==> config.mk <==
export PLATFORM = sky130hd
export DESIGN_NAME = alu_top
export DESIGN_NICKNAME = d
export VERILOG_FILES = /design/src/source/alu_pkg.sv /design/src/source/alu_adder.sv /design/src/source/alu_sequencer.sv /design/src/source/alu_top.sv /design/src/source/sequential_alu.sv
export SDC_FILE = /design/constraint.sdc
export NUM_CORES = 1
export LEC_CHECK = 0
export ABC_AREA = 1
export BUFFER_PORTS_ARGS = -buffer_cell sky130_fd_sc_hd__buf_2
export CAP_MARGIN = 0
export CORE_MARGIN = 3
export CORE_UTILIZATION = 30
export DETAILED_ROUTE_END_ITERATION = 8
export GPL_TIMING_DRIVEN = 1
export PLACE_DENSITY = 0.44
export SYNTH_ARGS = -nofsm -noshare
export SYNTH_HDL_FRONTEND = slang
export SYNTH_SLANG_ARGS = --single-unit
==> constraint.sdc <==
create_clock -name i_clk -period 4.7 [get_ports i_clk]
set_input_delay 0.47 -clock i_clk [delete_from_list [all_inputs] [get_ports i_clk]]
set_output_delay 0.47 -clock i_clk [all_outputs]
set_load 0.05 [all_outputs]
==> src/source/alu_pkg.sv <==
package alu_pkg;

   // Command opcodes
   typedef enum logic [1:0] {
      OP_ADD = 2'd0,
      OP_SUB = 2'd1,
      OP_MUL = 2'd2,
      OP_DIV = 2'd3
   } alu_op_t;

   // Iterative ALU states
   typedef enum logic [2:0] {
      ST_IDLE    = 3'd0,
      ST_SIGN_B  = 3'd1,
      ST_SIGN_Q  = 3'd2,
      ST_MUL     = 3'd3,
      ST_DIV_R   = 3'd4,
      ST_DIV_CMP = 3'd5,
      ST_DIV_CNT = 3'd6
   } alu_state_t;

   // Command sequencer states
   typedef enum logic [1:0] {
      SEQ_IDLE = 2'd0,
      SEQ_RUN  = 2'd1,
      SEQ_DONE = 2'd2
   } seq_state_t;

endpackage

==> src/source/alu_adder.sv <==
`timescale 1ns/1ps
module alu_adder #(
   parameter int DATA_WIDTH = 16
) (
   input  logic signed [DATA_WIDTH-1:0] i_a,
   input  logic signed [DATA_WIDTH-1:0] i_b,
   output logic signed [DATA_WIDTH-1:0] o_q,
   output logic                         o_ovf
);

   logic sign_a;
   logic sign_b;
   logic sign_q;

   assign o_q = i_a + i_b;

   assign sign_a = i_a[DATA_WIDTH-1];
   assign sign_b = i_b[DATA_WIDTH-1];
   assign sign_q = o_q[DATA_WIDTH-1];

   // Operands agree in sign but the sum does not
   assign o_ovf = (sign_a == sign_b) && (sign_q != sign_a);

endmodule

==> src/source/alu_sequencer.sv <==
`timescale 1ns/1ps
module alu_sequencer #(
   parameter int DATA_WIDTH = 16
) (
   input  logic                         i_clk,
   input  logic                         i_nrst,
   input  logic                         i_start,
   input  alu_pkg::alu_op_t             i_op,
   input  logic signed [DATA_WIDTH-1:0] i_a,
   input  logic signed [DATA_WIDTH-1:0] i_b,
   output logic                         o_add,
   output logic                         o_sub,
   output logic                         o_mul,
   output logic                         o_div,
   output logic signed [DATA_WIDTH-1:0] o_a,
   output logic signed [DATA_WIDTH-1:0] o_b,
   input  logic                         i_accept,
   input  logic signed [DATA_WIDTH-1:0] i_q,
   input  logic                         i_ovf,
   output logic                         o_busy,
   output logic                         o_done,
   output logic signed [DATA_WIDTH-1:0] o_result,
   output logic                         o_ovf,
   output logic                         o_div_zero
);

   alu_pkg::seq_state_t state;
   logic                div_by_zero;
   logic                take;

   assign div_by_zero = (i_op == alu_pkg::OP_DIV) && (i_b == '0);
   assign take        = i_start && !o_busy;

   assign o_busy = (state == alu_pkg::SEQ_RUN);
   assign o_done = (state == alu_pkg::SEQ_DONE);

   always_ff @(posedge i_clk or negedge i_nrst) begin
      if (!i_nrst) begin
         state      <= alu_pkg::SEQ_IDLE;
         o_add      <= 1'b0;
         o_sub      <= 1'b0;
         o_mul      <= 1'b0;
         o_div      <= 1'b0;
         o_result   <= '0;
         o_ovf      <= 1'b0;
         o_div_zero <= 1'b0;
      end else begin
         case (state)
            alu_pkg::SEQ_IDLE, alu_pkg::SEQ_DONE: begin
               state <= alu_pkg::SEQ_IDLE;
               if (take && div_by_zero) begin
                  // Answered here, the ALU never sees it
                  state      <= alu_pkg::SEQ_DONE;
                  o_result   <= '0;
                  o_ovf      <= 1'b0;
                  o_div_zero <= 1'b1;
               end else if (take) begin
                  state <= alu_pkg::SEQ_RUN;
                  o_add <= (i_op == alu_pkg::OP_ADD);
                  o_sub <= (i_op == alu_pkg::OP_SUB);
                  o_mul <= (i_op == alu_pkg::OP_MUL);
                  o_div <= (i_op == alu_pkg::OP_DIV);
               end
            end
            alu_pkg::SEQ_RUN: begin
               if (i_accept) begin
                  state      <= alu_pkg::SEQ_DONE;
                  o_add      <= 1'b0;
                  o_sub      <= 1'b0;
                  o_mul      <= 1'b0;
                  o_div      <= 1'b0;
                  o_result   <= i_q;
                  o_ovf      <= i_ovf;
                  o_div_zero <= 1'b0;
               end
            end
            default: state <= alu_pkg::SEQ_IDLE;
         endcase
      end
   end

   // Operands held for the whole ALU run
   always_ff @(posedge i_clk) begin
      if (take) begin
         o_a <= i_a;
         o_b <= i_b;
      end
   end

endmodule

==> src/source/alu_top.sv <==
`timescale 1ns/1ps
module alu_top #(
   parameter int DATA_WIDTH = 16
) (
   input  logic                         i_clk,
   input  logic                         i_nrst,
   input  logic                         i_start,
   input  alu_pkg::alu_op_t             i_op,
   input  logic signed [DATA_WIDTH-1:0] i_a,
   input  logic signed [DATA_WIDTH-1:0] i_b,
   output logic                         o_busy,
   output logic                         o_done,
   output logic signed [DATA_WIDTH-1:0] o_result,
   output logic                         o_ovf,
   output logic                         o_div_zero
);

   logic                         add;
   logic                         sub;
   logic                         mul;
   logic                         div;
   logic signed [DATA_WIDTH-1:0] a;
   logic signed [DATA_WIDTH-1:0] b;
   logic signed [DATA_WIDTH-1:0] q;
   logic                         ovf;
   logic                         accept;

   alu_sequencer #(
      .DATA_WIDTH (DATA_WIDTH)
   ) u_seq (
      .i_clk      (i_clk),
      .i_nrst     (i_nrst),
      .i_start    (i_start),
      .i_op       (i_op),
      .i_a        (i_a),
      .i_b        (i_b),
      .o_add      (add),
      .o_sub      (sub),
      .o_mul      (mul),
      .o_div      (div),
      .o_a        (a),
      .o_b        (b),
      .i_accept   (accept),
      .i_q        (q),
      .i_ovf      (ovf),
      .o_busy     (o_busy),
      .o_done     (o_done),
      .o_result   (o_result),
      .o_ovf      (o_ovf),
      .o_div_zero (o_div_zero)
   );

   sequential_alu #(
      .DATA_WIDTH (DATA_WIDTH)
   ) u_alu (
      .i_clk    (i_clk),
      .i_nrst   (i_nrst),
      .i_a      (a),
      .i_b      (b),
      .i_add    (add),
      .i_sub    (sub),
      .i_mul    (mul),
      .i_div    (div),
      .o_q      (q),
      .o_ovf    (ovf),
      .o_accept (accept)
   );

endmodule

==> src/source/sequential_alu.sv <==
`timescale 1ns/1ps
module sequential_alu #(
   parameter int DATA_WIDTH = 16
) (
   input  logic                         i_clk,
   input  logic                         i_nrst,
   input  logic signed [DATA_WIDTH-1:0] i_a,
   input  logic signed [DATA_WIDTH-1:0] i_b,
   input  logic                         i_add,
   input  logic                         i_sub,
   input  logic                         i_mul,
   input  logic                         i_div,
   output logic signed [DATA_WIDTH-1:0] o_q,
   output logic                         o_ovf,
   output logic                         o_accept
);

   localparam int CNT_W = $clog2(DATA_WIDTH);

   typedef logic signed [DATA_WIDTH-1:0] word_t;
   typedef logic [CNT_W-1:0]             count_t;

   localparam word_t  MIN_VAL  = {1'b1, {(DATA_WIDTH-1){1'b0}}};
   localparam word_t  ONE      = word_t'(1);
   localparam count_t LAST_CNT = count_t'(DATA_WIDTH-1);

   alu_pkg::alu_state_t state;
   alu_pkg::alu_state_t first_state;

   // Magnitudes, partial remainder and bit counter
   word_t  a;
   word_t  b;
   word_t  r;
   count_t cnt;
   logic   neg;

   word_t  add_a;
   word_t  add_b;
   word_t  adder_q;
   logic   adder_ovf;

   logic   a_top;
   logic   b_top;
   logic   a_min;
   logic   b_min;
   logic   a_last;
   logic   mul_ovf;
   logic   trial_ok;

   assign a_top    = i_a[DATA_WIDTH-1];
   assign b_top    = i_b[DATA_WIDTH-1];
   assign a_min    = (i_a == MIN_VAL);
   assign b_min    = (i_b == MIN_VAL);
   assign a_last   = (a[DATA_WIDTH-1:1] == '0);
   assign mul_ovf  = b[DATA_WIDTH-1] | (a[0] & adder_ovf);
   // Sign of b - r - 1 set means r >= b
   assign trial_ok = adder_q[DATA_WIDTH-1];

   always_comb begin
      if (i_mul) begin
         first_state = alu_pkg::ST_MUL;
      end else begin
         first_state = alu_pkg::ST_DIV_R;
      end
   end

   // Shared adder input steering
   always_comb begin
      add_a = i_a;
      add_b = i_b;
      case (state)
         alu_pkg::ST_IDLE: begin
            if (i_sub) begin
               // a - b computed as ~(~a + b)
               add_a = ~i_a;
            end else if (i_mul | i_div) begin
               add_a = a_top ? ~i_a : ~i_b;
               add_b = ONE;
            end
         end
         alu_pkg::ST_SIGN_B: begin
            add_a = ~b;
            add_b = ONE;
         end
         alu_pkg::ST_SIGN_Q: begin
            add_a = ~o_q;
            add_b = ONE;
         end
         alu_pkg::ST_MUL: begin
            add_a = o_q;
            add_b = b;
         end
         alu_pkg::ST_DIV_CMP: begin
            add_a = ~r;
            add_b = b;
         end
         alu_pkg::ST_DIV_CNT: begin
            add_a = {{(DATA_WIDTH-CNT_W){1'b0}}, cnt};
            add_b = ONE;
         end
         default: ;
      endcase
   end

   alu_adder #(
      .DATA_WIDTH (DATA_WIDTH)
   ) u_adder (
      .i_a   (add_a),
      .i_b   (add_b),
      .o_q   (adder_q),
      .o_ovf (adder_ovf)
   );

   // Control path
   always_ff @(posedge i_clk or negedge i_nrst) begin
      if (!i_nrst) begin
         state    <= alu_pkg::ST_IDLE;
         o_accept <= 1'b0;
         o_ovf    <= 1'b0;
         neg      <= 1'b0;
      end else begin
         o_accept <= 1'b0;
         o_ovf    <= 1'b0;
         case (state)
            alu_pkg::ST_IDLE: begin
               // Levels are still up during the accept cycle
               if (!o_accept) begin
                  if (i_add) begin
                     o_accept <= 1'b1;
                     o_ovf    <= adder_ovf;
                  end else if (i_sub) begin
                     o_accept <= 1'b1;
                     o_ovf    <= adder_ovf | b_min;
                  end else if (i_mul | i_div) begin
                     neg <= a_top ^ b_top;
                     if (a_min | b_min) begin
                        o_accept <= 1'b1;
                        o_ovf    <= 1'b1;
                     end else if (a_top & b_top) begin
                        state <= alu_pkg::ST_SIGN_B;
                     end else begin
                        state <= first_state;
                     end
                  end
               end
            end
            alu_pkg::ST_SIGN_B: begin
               state <= first_state;
            end
            alu_pkg::ST_SIGN_Q: begin
               o_accept <= 1'b1;
               state    <= alu_pkg::ST_IDLE;
            end
            alu_pkg::ST_MUL: begin
               if (mul_ovf) begin
                  o_accept <= 1'b1;
                  o_ovf    <= 1'b1;
                  state    <= alu_pkg::ST_IDLE;
               end else if (a_last) begin
                  if (neg) begin
                     state <= alu_pkg::ST_SIGN_Q;
                  end else begin
                     o_accept <= 1'b1;
                     state    <= alu_pkg::ST_IDLE;
                  end
               end
            end
            alu_pkg::ST_DIV_R: begin
               state <= alu_pkg::ST_DIV_CMP;
            end
            alu_pkg::ST_DIV_CMP: begin
               state <= alu_pkg::ST_DIV_CNT;
            end
            alu_pkg::ST_DIV_CNT: begin
               if (cnt != LAST_CNT) begin
                  state <= alu_pkg::ST_DIV_R;
               end else if (neg) begin
                  state <= alu_pkg::ST_SIGN_Q;
               end else begin
                  o_accept <= 1'b1;
                  state    <= alu_pkg::ST_IDLE;
               end
            end
            default: state <= alu_pkg::ST_IDLE;
         endcase
      end
   end

   // Datapath
   always_ff @(posedge i_clk) begin
      case (state)
         alu_pkg::ST_IDLE: begin
            if (!o_accept) begin
               if (i_add) begin
                  o_q <= adder_q;
               end else if (i_sub) begin
                  o_q <= ~adder_q;
               end else if (i_mul | i_div) begin
                  o_q <= '0;
                  r   <= '0;
                  cnt <= '0;
                  a   <= a_top ? adder_q : i_a;
                  b   <= (b_top & ~a_top) ? adder_q : i_b;
               end
            end
         end
         alu_pkg::ST_SIGN_B: b <= adder_q;
         alu_pkg::ST_SIGN_Q: o_q <= adder_q;
         alu_pkg::ST_MUL: begin
            a <= a >> 1;
            b <= b << 1;
            if (a[0]) begin
               o_q <= adder_q;
            end
         end
         alu_pkg::ST_DIV_R: begin
            r <= {r[DATA_WIDTH-2:0], a[DATA_WIDTH-1]};
            a <= a << 1;
         end
         alu_pkg::ST_DIV_CMP: begin
            // Restore skipped when the trial goes negative
            if (trial_ok) begin
               r <= ~adder_q;
            end
            o_q <= {o_q[DATA_WIDTH-2:0], trial_ok};
         end
         alu_pkg::ST_DIV_CNT: cnt <= adder_q[CNT_W-1:0];
         default: ;
      endcase
   end

endmodule

Yosys cells after proc, flatten, opt, wreduce, memory -nomap -nowiden

Index checks and enable logic that the tools add are counted.

Word-level logic and storage cells: 182
Register bits after elaboration: 130
Output and inout port bits: 20

Bitwise operators: 18
Reductions and logical operators: 28
Equal/unequal tests: 29
Add/subtract/negate cells: 1
Multiplexer cells: 87

Operators with widths:

| kind                                                   | number |
|---|---|
| 2-to-1 mux 16 bit                                      | 26 |
| one-hot mux 16 bit (3 select lines)                    | 4 |
| inverter 16 bit                                        | 6 |
| one-hot mux 16 bit (6 select lines)                    | 1 |
| one-hot mux 16 bit (4 select lines)                    | 1 |
| == test 16 bit (second input constant)                 | 2 |
| one-hot mux 16 bit (2 select lines)                    | 1 |
| 2-to-1 mux 3 bit                                       | 10 |
| 2-to-1 mux 1 bit                                       | 26 |
| AND reduction 5 bit                                    | 4 |
| one-hot mux 3 bit (6 select lines)                     | 1 |
| adder 16 bit                                           | 1 |
| logical NOT 16 bit                                     | 1 |
| 2-to-1 mux 4 bit                                       | 4 |
| logical NOT 15 bit                                     | 1 |
| one-hot mux 1 bit (2 select lines)                     | 7 |
| inequality test 2 x 1 -> 1 bit (second input constant) | 6 |
| AND reduction 6 bit                                    | 2 |
| inequality test 2 bit (second input constant)          | 5 |
| == test 3 bit (second input constant)                  | 3 |
| nonzero test 3 bit                                     | 3 |
| one-hot mux 4 bit (2 select lines)                     | 1 |
| AND reduction 4 bit                                    | 2 |
| == test 2 bit (second input constant)                  | 3 |
| other kinds (24)                                       | 42 |

Longest topological paths before layout

Word-level depth: 13
Depth in mapped cells: 26
Mapped depth without buffers: 26

Cells and area by module

From an unflattened synthesis, not the netlist that was laid out.

Cell total of the unflattened synthesis: 1093
Area, all modules: 8605.8 µm²

Modules (own cells, without submodules):

| module         | cells an instance | area each (µm²) | times used | seq. area each (µm²) |
|---|---|---|---|---|
| sequential_alu | 750               | 5562.8          | 1          | 2192.1 |
| alu_sequencer  | 161               | 2094.5          | 1          | 1561.5 |
| alu_adder      | 182               | 948.4           | 1          | 0.0 |

Worst setup path after synthesis

Ideal clock, no wire load.

Path type: flip-flop to flip-flop
From: register u_alu.state[1]
To: register u_alu.r[0], enable pin
Path buffers: 1
Period minus slack after synthesis: 3.561 ns
Cell stages (with the launch flop): 25
Arrival: 3.183 ns
Slack: 1.139 ns
Cells stage by stage: dfrtp_1 > nor2_2 > inv_2 > nor2_8 > inv_2 > nor2_1 > buf_4 > o21ai_0 > o2111ai_1 > o21ai_0 > inv_1 > ha_1 > nand2_1 > inv_1 > nand2_1 > nand2_1 > nand2_1 > nand3_1 > inv_1 > nand2_1 > nand2_2 > nand2_4 > inv_2 > nand2_2 > a21oi_2

Word-level cells in the longest chain between the ends: 6
Elaborated cells on any way between the ends: 19

RTL lines:

| what                                                                      | RTL line              | source |
|---|---|---|
| from (decl)                                                               | sequential_alu.sv:27  | `alu_pkg::alu_state_t state;` |
| from (signal assigned)                                                    | sequential_alu.sv:117 | `state <= alu_pkg::ST_IDLE;` |
| from (signal assigned)                                                    | sequential_alu.sv:140 | `state <= alu_pkg::ST_SIGN_B;` |
| from (signal assigned)                                                    | sequential_alu.sv:142 | `state <= first_state;` |
| == test 3 x 2 -> 1 bit (tied with other cells)                            | sequential_alu.sv:71  | `case (state)` |
| OR reduction 3 bit (no line) / OR reduction 2 bit (equally long branches) | n/a                   |  |
| one-hot mux 16 bit (3 select lines)                                       | sequential_alu.sv:71  |  |
| adder 16 bit                                                              | alu_adder.sv:15       | `assign o_q = i_a + i_b;` |
| inequality test 2 x 1 -> 1 bit (no line)                                  | n/a                   |  |
| AND reduction 6 bit (no line) *                                           | n/a                   |  |
| to (signal assigned)                                                      | sequential_alu.sv:217 | `r <= {r[DATA_WIDTH-2:0], a[DATA_WIDTH-1]};` |
| to (signal assigned)                                                      | sequential_alu.sv:223 | `r <= ~adder_q;` |
| to (decl)                                                                 | sequential_alu.sv:33  | `word_t r;` |

Mark *: on every way between the ends. The rest lies on a longest branch, timed or not.
A chain may end at the register's enable or synchronous reset.

Final worst setup path

From: register u_alu.state[0]
To: register u_alu.o_q[8], data pin

Word-level cells in the longest chain between the ends: 9
Elaborated cells on any way between the ends: 17

RTL lines:

| what                                                                      | RTL line                                    | source |
|---|---|---|
| == test 3 x 2 -> 1 bit (tied with other cells)                            | sequential_alu.sv:71, sequential_alu.sv:191 |  |
| OR reduction 3 bit (no line) / OR reduction 2 bit (equally long branches) | n/a                                         |  |
| one-hot mux 16 bit (3 select lines)                                       | sequential_alu.sv:71                        |  |
| adder 16 bit                                                              | alu_adder.sv:15                             |  |
| inverter 16 bit                                                           | sequential_alu.sv:197                       | `o_q <= ~adder_q;` |
| 2-to-1 mux 16 bit                                                         | sequential_alu.sv:196                       | `end else if (i_sub) begin` |
| 2-to-1 mux 16 bit                                                         | sequential_alu.sv:194                       | `if (i_add) begin` |
| 2-to-1 mux 16 bit                                                         | sequential_alu.sv:193                       | `if (!o_accept) begin` |
| one-hot mux 16 bit (4 select lines) *                                     | sequential_alu.sv:191                       | `case (state)` |
| to (signal assigned)                                                      | sequential_alu.sv:195                       | `o_q <= adder_q;` |
| to (signal assigned)                                                      | sequential_alu.sv:197                       |  |
| to (signal assigned)                                                      | sequential_alu.sv:208                       | `alu_pkg::ST_SIGN_Q: o_q <= adder_q;` |
| to (decl)                                                                 | sequential_alu.sv:13                        | `output logic signed [DATA_WIDTH-1:0] o_q,` |

Mark *: on every way between the ends. The rest lies on a longest branch, timed or not. The select of a mux whose other input is x is not followed.

==> impl_metrics.tcl <==
set metrics [dict create \
    max-cap-violations 0 \
    synth_edf_count 100 \
    vias 8040 \
    start_kind "flop" \
    cp.required_ps 4880 \
    synth_fa_ha_area_share_pct 2.95 \
    clock_latency_ps 430 \
    postSynthCellCount 1014 \
    yosysTopAreaCellShare_pct 36.1 \
    slew_viol_final 0 \
    grt_usage_pct 22.9 \
    rsz0062_at_grt "false" \
    synthMuxAreaShare_pct 0 \
    top_layer_used "met4" \
    register_area_sq_mm 0.00375 \
    fin_skew_ps 14.9 \
    met1_length_mm 14.9 \
    synth_xor_area_share_pct 0.948 \
    dr_wl_met2_mm 15.6 \
    ys_types 56 \
    fp.coreArea_sq_mm 0.0271 \
    routed_wl_mm 34.5 \
    cts_made_buffers 17 \
    initial_core_util_pct 30.7 \
    dp_hpwl_mm 26.4 \
    min_path_type "in -> async" \
    yosys_most_used_dff "edfxtp_1" \
    rows 60 \
    setup_viol 0 \
    antenna_found_initial 0 \
    criticalPathCategory "reg -> reg" \
    gp_congestion 0.950 \
    nNetsFinal 1145 \
    slew_headroom_pct 35.6 \
    grt_start_max_net_pins 35 \
    path_max_fanout 14 \
    fin_crit_ps 4440 \
    htree_levels 4 \
    worst_slew_pin_slew_ps 962 \
    dr.first_iter.drc_count 815 \
    period_share_pct 94.4 \
    synth_nets 1070 \
    synth_compound_area_share_pct 22.2 \
    die-height_um 173 \
    wl_per_cell_um 23.4 \
    postCtsHoldBufs 0 \
    drt-pass1-iter-count 5 \
    port_buffers 56 \
    grt_pass1_wl_mm 51.2 \
    netlist_area_sq_mm 0.00832 \
    yosys-top-cells-area "edfxtp_1 36%, dfrtp_1 9.0%, nand2_1 8.7%" \
    cts_tree "built" \
    final_cell_mix "192 x nand2_1, 135 x inv_1, 123 x o21ai_0" \
    grt_pass1_vias 7805 \
    grt_overflow_total 0 \
    arrival_ps 4610 \
    clock.fmax_ghz 0.225 \
    ys_ff_latch 130 \
    diodes 0 \
    clock-sinks 130 \
    endpoint_kind "flop" \
    route.met3.wl_mm 2.60 \
    pin_count 57 \
    drive_above_1_share_pct 16.3 \
    clk_path_buf_depth 2 \
    setup_tns_ps 0 \
    synth_top_family_by_area "compound AO/OA/AOI/OAI gates" \
    seq_area_frac_synth_pct 45.1 \
    die_width_um 173 \
    ant_nets 0 \
    dieArea_sq_mm 0.0298 \
    cts.clk_slew.worst_paths_ps 70 \
    via_per_inst 5.45 \
    synthArstFlopShare_pct 23.1 \
    syn_avg_cell_area_sq_um 8.20 \
    final_common_cell "nand2_1" \
    synthSimpleGateAreaFrac_pct 19.9 \
    drc 0 \
    syn2layout_area_growth_pct 17.9 \
    clockRootBuffer "clkbuf_16" \
    n_fill_cell 2859 \
    yosysTopAreaCell "edfxtp_1" \
    multiInputGateArea_sq_mm 0.00386 \
    status "finished, final reports clean" \
    ys_warn_count 0 \
    finalHoldViolations 0 \
]
path summary, 6_finish.rpt:
check | startpoint | endpoint | slack [ps] | cells past startpoint
worst max-delay path | u_alu.state[0] | u_alu.o_q[8] | 260 | 23
worst max register to register | u_alu.state[0] | u_alu.o_q[8] | 260 | 23
min in group i_clk | i_a[5] | u_seq.o_a[5] | 210 | 1
worst min-delay path | i_nrst | u_seq.o_result[8] | 90 | 1
max in group asynchronous | i_nrst | u_alu.state[2] | 4130 | 1
worst min register to register | u_alu.o_ovf | u_seq.o_ovf | 450 | 2
repair_timing:
action / in CTS / in global routing
endpoints found under the setup margin: 0 / 20
gates resized for setup: 0 / 5
setup buffers: 0 / 0
layout make-up:
type / count / area share, %
Clock buffer: 17 / 4.34
Clock inverter: 15 / 1.43
Inverter: 152 / 5.87
Multi-Input combinational cell: 693 / 39.4
Sequential cell: 130 / 38.3
Tap cell: 372 / 4.75
Timing Repair Buffer: 95 / 5.97
Yosys cell counts, types with 9 or more instances:
library cell / count
ha_1: 18
nand4_1: 15
a21oi_1: 67
o211ai_1: 23
o2111ai_1: 10
edfxtp_1: 100
o22ai_1: 29
inv_2: 13
nor4_1: 10
nand3_1: 50
clkbuf_1: 28
dfrtp_1: 30
o221ai_1: 19
inv_1: 135
nor3_1: 10
o21ai_0: 123
nor2_1: 51
nand2_1: 192
nand2_2: 9
registers in the layout, summed over array words and instances (netlist names):
| name | cells |
|---|---|
| u_alu.o_ovf | 1 |
| u_seq.o_ovf | 1 |
| u_alu.cnt | 4 |
| u_seq.o_add | 1 |
| u_seq.o_mul | 1 |
| u_seq.o_sub | 1 |
| u_seq.o_a | 16 |
| u_alu.neg | 1 |
| u_alu.r | 16 |
| u_seq.o_result | 16 |
| u_alu.o_accept | 1 |
| u_seq.state | 2 |
| u_alu.b | 16 |
| u_alu.o_q | 16 |
| u_seq.o_b | 16 |
| u_alu.state | 3 |
| u_seq.o_div | 1 |
| u_alu.a | 16 |
| u_seq.o_div_zero | 1 |
critical path: stages, from the launching register on:
cell and delay, ps:
dfrtp_1 460, inv_1 120, nor2_4 240, inv_2 160, nor2_4 240, inv_4 100, nand2_4 200, inv_1 110
nor2_1 140, o41ai_1 80, inv_1 60, ha_1 190, inv_1 70, fa_1 450, inv_1 70, nand3_1 70
nand2_1 220, a21boi_2 120, o21ai_2 210, xor2_2 380, buf_4 220, o21ai_0 70, nand2_1 80, o211ai_1 100
stage by stage:
step	hold slack [ps]	cells	setup slack (ps)	cell area, sq um	util, %
floorplan	174	1014	1140	8320	-
detailed placement	441	1442	178	9210	34.0
global placement	429	1442	157	9210	34.0
global route	129	1474	19.3	9810	36.2
finish	92.1	1474	264	9810	36.2
CTS	96.9	1474	169	9780	36.1
routing by layer:
layer | GRT usage, % | vias to the layer above
met3 | 4.70 | 70
met5 | 0 | -
met4 | 10.2 | 0
li1 | - | 3724
met2 | 35.3 | 344
met1 | 31.1 | 3902
cell families after synthesis:
kind of cell,count (synthesis)
xor gates and xnor gates,9
DFF,130
and+or+nand+nor,359
adders and majority gates,19
AOI/OAI and AO/OA,306
buffers and inverters,191
Power is left out: the tool's default activity adds up to more than one toggle a clock period on the data nets, which glitch-free logic cannot reach.
